## config.mk

```make
export PLATFORM = sky130hd
export DESIGN_NAME = radio_glue_top
export DESIGN_NICKNAME = d
export VERILOG_FILES = /design/src/hw/gpio_pkg.sv /design/src/hw/radio_pkg.sv /design/src/hw/radio_glue_top.sv /design/src/hw/slot_io.sv /design/src/hw/fp_gpio_mux.sv
export SDC_FILE = /design/constraint.sdc
export NUM_CORES = 1
export LEC_CHECK = 0
export ABC_AREA = 1
export BUFFER_PORTS_ARGS = -buffer_cell sky130_fd_sc_hd__buf_2
export CORE_AREA = 8 8 327 329
export CTS_CLUSTER_SIZE = 28
export DETAILED_ROUTE_END_ITERATION = 8
export DIE_AREA = 0 0 335 337
export PLACE_DENSITY = 0.3
export SKIP_LAST_GASP = 1
export SLEW_MARGIN = 20
export SYNTH_ARGS = -nofsm -noshare
export SYNTH_HDL_FRONTEND = slang
export SYNTH_SLANG_ARGS = --single-unit
```

## constraint.sdc

```tcl
create_clock -name radio_clk -period 1 [get_ports radio_clk]
set_clock_uncertainty 0.15 [all_clocks]
set_input_delay 0.2 -clock radio_clk [delete_from_list [all_inputs] [get_ports radio_clk]]
set_output_delay 0.2 -clock radio_clk [all_outputs]
set_load 0.02 [all_outputs]
```

## src/hw/gpio_pkg.sv

```systemverilog
/* front-panel GPIO types
   pin vector, out/ddr drive pair and the per-pin source select word */
package gpio_pkg;

   // -------------------------------------------------------------------------
   // pin count and vectors
   // -------------------------------------------------------------------------
   localparam int FP_GPIO_WIDTH = 12;     // pins on the front-panel header

   typedef logic [FP_GPIO_WIDTH-1:0] fp_pins_t;   // one bit per pin

   // drive for all pins, ddr high means pin is an output
   typedef struct packed {
      fp_pins_t out;                      // upper 12 bits
      fp_pins_t ddr;                      // lower 12 bits
   } fp_drive_t;

   // -------------------------------------------------------------------------
   // source select
   // -------------------------------------------------------------------------
   // 2'b00 slot 0 ATR, 2'b01 slot 1 ATR, 2'b1x user logic
   typedef struct packed {
      logic user_sel;                     // bit 2i+1 of the source word
      logic slot_sel;                     // bit 2i
   } pin_src_t;

   // whole source word, pin i in bits 2i and 2i+1
   typedef pin_src_t [FP_GPIO_WIDTH-1:0] fp_src_t;

   // 24 bits in total, same width as fp_drive_t
   // slot_sel picks which daughterboard ATR drives the pin
   // user_sel overrides the slot choice for that pin

endpackage

```

## src/hw/radio_pkg.sv

```systemverilog
/* radio slot types for the two-slot radio glue
   sample words, channel pairing, run flags, misc and LED fields */
package radio_pkg;

   // -------------------------------------------------------------------------
   // counts
   // -------------------------------------------------------------------------
   localparam int NUM_SLOTS      = 2;     // slot select on the fp mux is one bit
   localparam int CHANS_PER_SLOT = 2;     // channels served by one daughterboard

   // -------------------------------------------------------------------------
   // data words
   // -------------------------------------------------------------------------
   typedef logic [31:0] sample_t;         // one radio sample, i/q packed
   typedef logic [31:0] misc_word_t;      // misc word to or from a slot

   // both channels of one slot, ch0 sits in the low half
   typedef struct packed {
      sample_t ch1;
      sample_t ch0;
   } chan_pair_t;

   // running flags of a single channel
   typedef struct packed {
      logic rx;                           // rx chain streaming
      logic tx;                           // tx chain streaming
   } chan_run_t;

   // ATR run indication for a whole slot
   typedef struct packed {
      logic run_rx;
      logic run_tx;
   } slot_run_t;

   typedef struct packed {
      logic rx;                           // rx led, bit 2
      logic txrx_tx;                      // tx/rx port transmitting
      logic txrx_rx;                      // tx/rx port receiving, bit 0
   } led_field_t;

endpackage
```

## src/hw/radio_glue_top.sv

```systemverilog
/* radio-clock glue top for two daughterboard slots
   front-panel GPIO mux plus one slot_io block per slot */
`timescale 1ns/1ns

module radio_glue_top
   import radio_pkg::*, gpio_pkg::*;
#(
   parameter int SYNC_STAGES = 2                     // fp source synchroniser depth
) (
   input  logic       radio_clk,
   input  logic       i_rst_n,
   // front-panel GPIO
   input  fp_src_t    i_fp_src,                      // per-pin source select
   input  fp_drive_t  i_slot_fp [NUM_SLOTS],         // ATR drive per slot
   input  fp_drive_t  i_user_fp,                     // user logic drive
   output fp_drive_t  o_fp,
   // slot inputs, indexed by slot
   input  sample_t    i_rx           [NUM_SLOTS],
   input  chan_pair_t i_tx_chan      [NUM_SLOTS],
   input  chan_run_t  i_chan_run     [NUM_SLOTS][CHANS_PER_SLOT],
   input  misc_word_t i_misc_in      [NUM_SLOTS],
   input  misc_word_t i_misc_to_pins [NUM_SLOTS],
   input  misc_word_t i_leds         [NUM_SLOTS],
   // slot outputs, indexed by slot
   output sample_t    o_tx           [NUM_SLOTS],
   output chan_pair_t o_rx_chan      [NUM_SLOTS],
   output slot_run_t  o_run          [NUM_SLOTS],
   output misc_word_t o_misc_in      [NUM_SLOTS],
   output misc_word_t o_misc_out     [NUM_SLOTS],
   output led_field_t o_led          [NUM_SLOTS]
);

   // -------------------------------------------------------------------------
   // front-panel GPIO source mux
   // -------------------------------------------------------------------------
   fp_gpio_mux #(
      .SYNC_STAGES (SYNC_STAGES)
   ) u_fp_gpio_mux (
      .radio_clk  (radio_clk),
      .i_rst_n    (i_rst_n),
      .i_fp_src   (i_fp_src),
      .i_slot_fp  (i_slot_fp),
      .i_user_fp  (i_user_fp),
      .o_fp       (o_fp)
   );

   // -------------------------------------------------------------------------
   // slots
   // -------------------------------------------------------------------------
   slot_io u_slot_io_0 (                             // RFA
      .radio_clk      (radio_clk),
      .i_rst_n        (i_rst_n),
      .i_rx           (i_rx[0]),
      .i_tx_chan      (i_tx_chan[0]),
      .i_chan_run     (i_chan_run[0]),
      .i_misc_in      (i_misc_in[0]),
      .i_misc_to_pins (i_misc_to_pins[0]),
      .i_leds         (i_leds[0]),
      .o_tx           (o_tx[0]),
      .o_rx_chan      (o_rx_chan[0]),
      .o_run          (o_run[0]),
      .o_misc_in      (o_misc_in[0]),
      .o_misc_out     (o_misc_out[0]),
      .o_led          (o_led[0])
   );

   slot_io u_slot_io_1 (                             // RFB
      .radio_clk      (radio_clk),
      .i_rst_n        (i_rst_n),
      .i_rx           (i_rx[1]),
      .i_tx_chan      (i_tx_chan[1]),
      .i_chan_run     (i_chan_run[1]),
      .i_misc_in      (i_misc_in[1]),
      .i_misc_to_pins (i_misc_to_pins[1]),
      .i_leds         (i_leds[1]),
      .o_tx           (o_tx[1]),
      .o_rx_chan      (o_rx_chan[1]),
      .o_run          (o_run[1]),
      .o_misc_in      (o_misc_in[1]),
      .o_misc_out     (o_misc_out[1]),
      .o_led          (o_led[1])
   );

endmodule

```

## src/hw/slot_io.sv

```systemverilog
/* per-slot radio glue
   rx duplication, tx pick, ATR run OR, misc registers and LED field */
`timescale 1ns/1ns

module slot_io
   import radio_pkg::*;
(
   input  logic       radio_clk,
   input  logic       i_rst_n,
   input  sample_t    i_rx,                          // ADC word of this slot
   input  chan_pair_t i_tx_chan,                     // tx samples of both channels
   input  chan_run_t  i_chan_run [CHANS_PER_SLOT],   // running flags per channel
   input  misc_word_t i_misc_in,                     // misc pins from the board
   input  misc_word_t i_misc_to_pins,                // misc word toward the board
   input  misc_word_t i_leds,                        // slot LED word
   output sample_t    o_tx,                          // DAC word of this slot
   output chan_pair_t o_rx_chan,                     // rx word per channel
   output slot_run_t  o_run,                         // ATR run flags
   output misc_word_t o_misc_in,                     // registered misc in
   output misc_word_t o_misc_out,                    // registered misc out
   output led_field_t o_led                          // front LEDs of the slot
);

   // -------------------------------------------------------------------------
   // channel mapping
   // -------------------------------------------------------------------------
   // one ADC feeds both channels of the slot
   assign o_rx_chan.ch0 = i_rx;
   assign o_rx_chan.ch1 = i_rx;

   assign o_tx = i_tx_chan.ch0;           // only channel 0 reaches the DAC

   // -------------------------------------------------------------------------
   // run indication
   // -------------------------------------------------------------------------
   // ATR cannot tell channels apart, any running channel counts
   always_comb begin
      o_run = '0;
      for (int c = 0; c < CHANS_PER_SLOT; c++) begin
         o_run.run_rx = o_run.run_rx | i_chan_run[c].rx;
         o_run.run_tx = o_run.run_tx | i_chan_run[c].tx;
      end
   end

   // -------------------------------------------------------------------------
   // misc words
   // -------------------------------------------------------------------------
   always_ff @(posedge radio_clk or negedge i_rst_n) begin
      if (!i_rst_n) begin
         o_misc_in  <= '0;
         o_misc_out <= '0;
      end else begin
         o_misc_in  <= i_misc_in;         // board toward control, one flop
         o_misc_out <= i_misc_to_pins;    // control toward board, one flop
      end
   end

   // -------------------------------------------------------------------------
   // LEDs
   // -------------------------------------------------------------------------
   // low three bits are rx, txrx_tx, txrx_rx from msb down
   assign o_led = led_field_t'(i_leds[2:0]);

endmodule

```

## src/hw/fp_gpio_mux.sv

```systemverilog
/* front-panel GPIO source mux
   syncs the per-pin source word into radio_clk, then per pin picks
   slot 0 or slot 1 ATR drive (registered) and finally slot or user drive */
`timescale 1ns/1ns

module fp_gpio_mux
   import gpio_pkg::*;
#(
   parameter int SYNC_STAGES = 2          // synchroniser depth, 2 or more
) (
   input  logic      radio_clk,
   input  logic      i_rst_n,
   input  fp_src_t   i_fp_src,            // from the control domain, async here
   input  fp_drive_t i_slot_fp [2],       // ATR drive, indexed by slot
   input  fp_drive_t i_user_fp,           // user logic drive
   output fp_drive_t o_fp                 // to the pin drivers
);

   // -------------------------------------------------------------------------
   // source word synchroniser
   // -------------------------------------------------------------------------
   fp_src_t [SYNC_STAGES-1:0] src_sync_q; // [0] is the capture flop
   fp_src_t                   src_s;      // synced select word

   always_ff @(posedge radio_clk or negedge i_rst_n) begin
      if (!i_rst_n) begin
         src_sync_q <= '0;
      end else begin
         src_sync_q <= {src_sync_q[SYNC_STAGES-2:0], i_fp_src};   // shift in
      end
   end

   assign src_s = src_sync_q[SYNC_STAGES-1];   // last stage only

   // -------------------------------------------------------------------------
   // first stage, slot ATR select
   // -------------------------------------------------------------------------
   fp_drive_t atr_q;                      // registered slot drive per pin

   always_ff @(posedge radio_clk or negedge i_rst_n) begin
      if (!i_rst_n) begin
         atr_q <= '0;
      end else begin
         for (int p = 0; p < FP_GPIO_WIDTH; p++) begin
            // each pin takes its bit from the slot it names
            atr_q.out[p] <= i_slot_fp[src_s[p].slot_sel].out[p];
            atr_q.ddr[p] <= i_slot_fp[src_s[p].slot_sel].ddr[p];
         end
      end
   end

   // -------------------------------------------------------------------------
   // second stage, slot or user drive
   // -------------------------------------------------------------------------
   // plain select, user path has no register so user drive is seen
   // on the pins in the same cycle
   always_comb begin
      for (int p = 0; p < FP_GPIO_WIDTH; p++) begin
         if (src_s[p].user_sel) begin
            o_fp.out[p] = i_user_fp.out[p];   // user logic owns the pin
            o_fp.ddr[p] = i_user_fp.ddr[p];
         end else begin
            o_fp.out[p] = atr_q.out[p];       // ATR from selected slot
            o_fp.ddr[p] = atr_q.ddr[p];
         end
      end
   end

   // after reset both select bits are 0 and atr_q is clear
   // so every pin reads 0 until user drive is picked

endmodule

```

==> run_results.csv, run 1 <==
group,metric,value,unit
clock_network,cts.clk_slew.worst_paths,0.09,ns
worst_hold_path,hold_path_class,"in2async",
pwr,vdd_drop_max,1.22,mV
clock_network,clock_sink_count,200,
detailed_routing,post_drt_via_cell_ratio,2.28,
timing,slew_violations,0,
die,dieWidth,335,um
die,io-pin-count,844,
setup_path,critical_path.cell_chain,"inv_2, nand2_1, nand2_1, buf_6",
detailed_routing,detail_route.wl_per_cell,17.5,um
setup_path,timing.setup.critical_path_class,"reg2out",
logic_synthesis,yosys-mux-area-fraction,0,%
logic_synthesis,yosysWarningCount,0,
logic_synthesis,netlist_area,7150,um2
grt,groute.usage.overall,7.15,%
die,fp.dieArea,113000,um2
clock_network,cts_root_buf,"clkbuf_16",
timing,setup-violations-final,152,
pwr,leakage,6.00,nW
logic_synthesis,synthSimpleGateAreaFrac,7.91,%
layout,layout_commonest_cell,"buf_2",
die,die_y,337,um
timing,layout_worst_path_cycle_share,161,%
placed_design,number_of_buffers_added_on_ports,389,
logic_synthesis,synth-xor-area-share,0,%
logic_synthesis,ys_types,5,
job,max-cap-violations,0,
status,violations_in_the_final_reports,"negative setup slack",
layout,layout.cells.most_common_list,"227 x buf_2, 201 x dlygate4sd3_1, 195 x dfrtp_1, 159 x buf_6, 127 x nand2_1",
clock_network,cts_tree,"yes",
clock_network,cts.htree.levels,4,
grt,grt_antenna_before_repair,6,
layout,synthToLayoutAreaGrowth,84.6,%
logic_synthesis,leading_area_contributor_after_synthesis,"dfrtp_1",
timing,finalWorstPathRequiredPeriod,1.61,ns
setup_path,critical_path.startpoint_type,"flop",
logic_synthesis,synth_top_family_by_area,"buffers and inverters",
pwr,fin_total_pwr,18.9,mW
clock_network,clock_latency,0.49,ns
placed_design,preCtsSetupSlack,-0.132,ns
setup_path,crit_path_end_kind,"output port",
setup_path,cpMaxStageDelayCell,"dfrtp_1",
timing,timing_hold_violations_final,0,
grt,grt_first_pass_wirelength,54.5,mm
clock_network,cts-buffers-inserted,17,
pwr,power-per-cell-area,1430,nW/um2
detailed_routing,drcViolationCount,0,
placed_design,place.gp.congestion,0.837,
detailed_routing,drt_first_iter_violations,126,
layout,finish.net_count,1492,
grt,largest_net_degree_at_the_start_of_global_routing,36,
clock_network,ctsLongestPathBuffers,2,
setup_path,cp_slowest_stage_delay,0.44,ns
die,row_count,117,
timing,setup_slack,-0.610,ns
status,run_status,"finished with violations",
logic_synthesis,ys_ff_latch,200,
grt,vias_in_the_first_global_route,6461,
die,floorplan.initialDensity,7.05,%
logic_synthesis,synth_top_cells_by_area,"dfrtp_1 70%, buf_4 21%, nand2_1 7.6%",
detailed_routing,detail-route-antenna-nets,0,
setup_path,r2r_setup_slack,0.05,ns
timing,rsz0062_at_grt,"yes",
grt,grt.overflow.total,0,
logic_synthesis,synth_nets,1060,
die,fp.coreArea,101000,um2
layout,layout-drive-gt1-share,46.5,%
timing,fin_setup_tns,-58.73,ns
setup_path,critPathMaxFanout,3,
setup_path,worst-endpoint-arrival,1.26,ns
logic_synthesis,adder_cell_share_of_the_synthesized_area,0,%
timing,max_frequency,0.621,GHz
logic_synthesis,synth_sequential_area_ratio,70.0,%
detailed_routing,vias,5443,
logic_synthesis,synthCells,570,
timing,timing_worst_slew_pin_value,0.233,ns
timing,slew_headroom,84.5,%
logic_synthesis,synth_top_area_share,70.0,%
setup_path,worst_path_most_repeated_cell,"nand2_1",
logic_synthesis,syn-mean-instance-area,12.5,um2
detailed_routing,drt_pre_antenna_iters,4,
layout,core_utilization_of_the_finished_layout,13.0,%
detailed_routing,post_route_wl,41.7,mm
setup_path,worstPathRequired,0.65,ns
logic_synthesis,area_fraction_in_compound_gates_after_synthesis,0,%
placed_design,dp_hpwl,35.7,mm
## cells in the mapped netlist
library cell  instances
buf_4               198
dfrtp_1             200
inv_1                24
nand2_1             144
or2_1                 4
## sequential cells by signal, summed over array words and instances (netlist names)
name / cells
u_fp_gpio_mux.src_s: 24
u_fp_gpio_mux.atr_q: 24
u_fp_gpio_mux.src_sync_q: 24
u_slot_io_0.o_misc_out: 32
u_slot_io_1.o_misc_out: 32
u_slot_io_0.o_misc_in: 32
u_slot_io_1.o_misc_in: 32
## through the flow
stage	area (um2)	std cells	hold slack, ns
3_5_place_dp	9570	2150	-0.0217
3_3_place_gp	9570	2150	-0.0234
4_1_cts	13100	2383	0.0127
6_report	13200	2387	0.0746
2_1_floorplan	7150	570	-0.246
5_1_grt	13200	2385	0.0364
## power breakdown
| part | leakage [nW] | switching (mW) | internal (mW) |
|---|---|---|---|
| Sequential | 2.33 | 0.250 | 8.52 |
| Combinational | 3.39 | 1.33 | 1.68 |
| Clock | 0.277 | 3.78 | 3.29 |
| Total | 6.00 | 5.37 | 13.5 |
## cell type report
class,instances,area (um2)
tap,1368,1710
timing repair buffer,611,5200
antenna,4,10.0
fill,11500,88100
clock inverter,15,139
sequential,200,5010
multi-input combinational,148,608
inverter,24,90.1
clock buffer,17,425
## path summary, 6_finish.rpt
| path | end | start | cells after the start |
|---|---|---|---|
| max | o_fp[13] | u_fp_gpio_mux.src_s[3]$_DFF_PN0_ | 4 |
| min in group radio_clk | u_slot_io_1.o_misc_out[17]$_DFF_PN0_ | i_misc_to_pins[17] | 2 |
| min reg2reg | u_fp_gpio_mux.src_s[13]$_DFF_PN0_ | u_fp_gpio_mux.src_sync_q[13]$_DFF_PN0_ | 0 |
| max in group asynchronous | u_fp_gpio_mux.src_s[23]$_DFF_PN0_ | i_rst_n | 4 |
| min | u_slot_io_1.o_misc_out[9]$_DFF_PN0_ | i_rst_n | 3 |
| max reg2reg | u_fp_gpio_mux.atr_q[20]$_DFF_PN0_ | u_fp_gpio_mux.src_s[16]$_DFF_PN0_ | 3 |
## kinds of logic (layout without fill, tap and decap cells)
group / count (synthesis) / in the layout
other: 0 / 4
buffers and inverters: 222 / 667
flip-flops: 200 / 200
AND/OR/NAND/NOR: 148 / 148
## critical path, delay by kind of cell, from the launching register on
family	cells	cell delay [ns]
simple gates	2	0.13
buf+inv	2	0.20
flops	1	0.44
## timing repair
action,4_1_cts,5_1_grt
endpoints found under the hold margin,376,0
hold buffers,201,0
pin swaps,5,14
buffers inserted,0,0
setup endpoints to repair,158,155
resized for setup,322,21
## layer usage
layer / GRT usage [%] / wire length (um) / share of wire (%) / up-vias
met2: 12.5 / 20900 / 50 / 480
li1: - / - / - / 2380
met4: 4.57 / 2480 / 5.9 / 2
met1: 5.35 / 11100 / 27 / 2437
met3: 5.67 / 7240 / 17 / 144
met5: 0 / 13 / 0.031 / -
Note: power is estimated with default switching activity, not from simulation.
==> run 2: changes to the inputs <==
==> constraint.sdc (replaced) <==
create_clock -name radio_clk -period 1.8 [get_ports radio_clk]
set_clock_uncertainty 0.15 [all_clocks]
set_input_delay 0.36 -clock radio_clk [delete_from_list [all_inputs] [get_ports radio_clk]]
set_output_delay 0.36 -clock radio_clk [all_outputs]
set_load 0.02 [all_outputs]
==> run 2 against run 1 <==
- combinational power down 51%
- wire length up 0.48%
- critical path depth unchanged
- the run now ends clean
- sequential power down 45%
- register-to-register slack better by 0.20 ns
- power down 45%
- sequential share of layout area up 2.9 points
- worst hold slack worse by 0.0025 ns
==> run_results.csv, run 2 (synthesized netlist as in run 1, its figures left out) <==
group,metric,value,unit
die,row_count,117,
placed_design,total_placed_cells_including_tap_cells,2139,
timing,fin_setup_tns,0,ns
pwr,power-per-cell-area,846,nW/um2
timing,setup-violations-final,0,
placed_design,number_of_buffers_added_on_ports,389,
layout,finish.net_count,1480,
grt,grt_antenna_before_repair,10,
grt,largest_net_degree_at_the_start_of_global_routing,40,
layout,post_layout_nonfiller_instances,2376,
grt,grt_first_pass_wirelength,55.3,mm
layout,layout_commonest_cell,"buf_2",
detailed_routing,drcViolationCount,0,
clock_network,ctsLongestPathBuffers,2,
layout,layout-drive-gt1-share,45.4,%
die,dieWidth,335,um
status,run_status,"complete, no violations",
clock_network,cts-buffers-inserted,17,
grt,grt.overflow.total,0,
setup_path,timing.setup.critical_path_class,"reg2out",
die,fp.coreArea,101000,um2
layout,synthToLayoutAreaGrowth,71.2,%
layout,regArea,5000,um2
clock_network,cts.clk_slew.worst_paths,0.12,ns
setup_path,worst-endpoint-arrival,1.26,ns
pwr,leakage,5.66,nW
grt,vias_in_the_first_global_route,6511,
timing,layout_worst_path_cycle_share,98.4,%
clock_network,cts.htree.levels,4,
die,io-pin-count,844,
setup_path,worstPathRequired,1.29,ns
placed_design,place.gp.congestion,0.813,
timing,slew_violations,0,
clock_network,cts_root_buf,"clkbuf_16",
clock_network,cts_tree,"yes",
job,max-cap-violations,0,
detailed_routing,detail_route.wl_per_cell,17.6,um
detailed_routing,post_drt_via_cell_ratio,2.29,
clock_network,clock_latency,0.49,ns
timing,slew_headroom,73.0,%
die,floorplan.initialDensity,7.05,%
grt,groute.usage.overall,7.24,%
setup_path,critPathMaxFanout,3,
die,die_y,337,um
setup_path,critical_path.startpoint_type,"flop",
setup_path,crit_path_end_kind,"output port",
timing,rsz0062_at_grt,"yes",
worst_hold_path,hold_path_class,"in2reg",
timing,finalWorstPathRequiredPeriod,1.77,ns
detailed_routing,drt_pre_antenna_iters,4,
layout,layout.cells.most_common_list,"364 x buf_2, 200 x dlygate4sd3_1, 200 x dfrtp_1, 127 x nand2_1, 23 x buf_6",
pwr,vdd_drop_max,0.783,mV
detailed_routing,vias,5438,
layout,multi_input_area,608,um2
detailed_routing,drt_first_iter_violations,143,
placed_design,dp_hpwl,35.6,mm
detailed_routing,detail-route-antenna-nets,0,
detailed_routing,post_route_wl,41.9,mm
clock_network,clock_sink_count,200,
timing,timing_hold_violations_final,0,
timing,timing_worst_slew_pin_value,0.405,ns
die,fp.dieArea,113000,um2
layout,n_fill_cell,11600,
timing,max_frequency,0.564,GHz
run 2: area by class of cell:
type | instances | area share (%)
sequential | 200 | 40.9
clock buffer | 18 | 3.51
tap | 1368 | 14.0
multi-input combinational | 148 | 4.97
timing repair buffer | 599 | 34.7
clock inverter | 14 | 1.09
antenna | 5 | 0.102
inverter | 24 | 0.736
run 2: critical path, cell delays in order, from the launching register on:
cell and delay, ns:
dfrtp_1 0.42, inv_1 0.07, nand2_1 0.05, nand2_1 0.07, buf_6 0.12
run 2: repair_timing:
| action | CTS | global route |
|---|---|---|
| setup buffers | 0 | 0 |
| resized for setup | 40 | 32 |
| hold buffers | 200 | 0 |
| endpoints found under the setup margin | 24 | 23 |
| pin swaps | 1 | 10 |
| endpoints found under the hold margin | 358 | 0 |
run 2: report_power, final:
| group | switching [mW] | internal [mW] |
|---|---|---|
| Sequential | 0.102 | 4.73 |
| Combinational | 0.740 | 0.745 |
| Clock | 2.20 | 1.84 |
| Total | 3.04 | 7.31 |
run 2: path summary, 6_finish.rpt:
path	from	endpoint	slack, ns	cells after the start
worst max-delay path	u_fp_gpio_mux.src_s[17]$_DFF_PN0_	o_fp[20]	0.03	4
worst min register to register	u_fp_gpio_mux.src_sync_q[17]$_DFF_PN0_	u_fp_gpio_mux.src_s[17]$_DFF_PN0_	0.16	0
min in group asynchronous	i_rst_n	u_slot_io_0.o_misc_out[5]$_DFF_PN0_	0.22	2
worst min-delay path	i_slot_fp[32]	u_fp_gpio_mux.atr_q[8]$_DFF_PN0_	0.07	3
max in group asynchronous	i_rst_n	u_slot_io_0.o_misc_in[27]$_DFF_PN0_	0.69	3
worst max register to register	u_fp_gpio_mux.src_s[16]$_DFF_PN0_	u_fp_gpio_mux.atr_q[20]$_DFF_PN0_	0.25	4
run 2: stage by stage:
| step | hold slack, ns | util (%) | power [mW] | worst slack [ns] | instance area (um2) |
|---|---|---|---|---|---|
| 6_report | 0.0721 | 12.1 | 10.3 | 0.0284 | 12200 |
| 3_5_place_dp | 0.160 | 9.34 | 5.99 | 0.466 | 9470 |
| 5_1_grt | 0.00871 | 12.1 | 11.0 | -0.0989 | 12200 |
| 4_1_cts | 0.00398 | 12.0 | 10.7 | -0.0567 | 12100 |
| 3_3_place_gp | 0.158 | 9.34 | 5.99 | 0.462 | 9470 |
| 2_1_floorplan | -0.0856 | - | 5.89 | 0.640 | 7150 |
run 2: per-layer routing:
metal  wire length [um]  share of wire [%]  global-route usage, %  up-vias
li1                   -                  -                      -     2356
met1              11600                 28                   5.68     2455
met2              20900                 50                   12.7      477
met3               7010                 17                   5.41      144
met4               2260                5.4                   4.42        6
met5                 35              0.084                      0        -
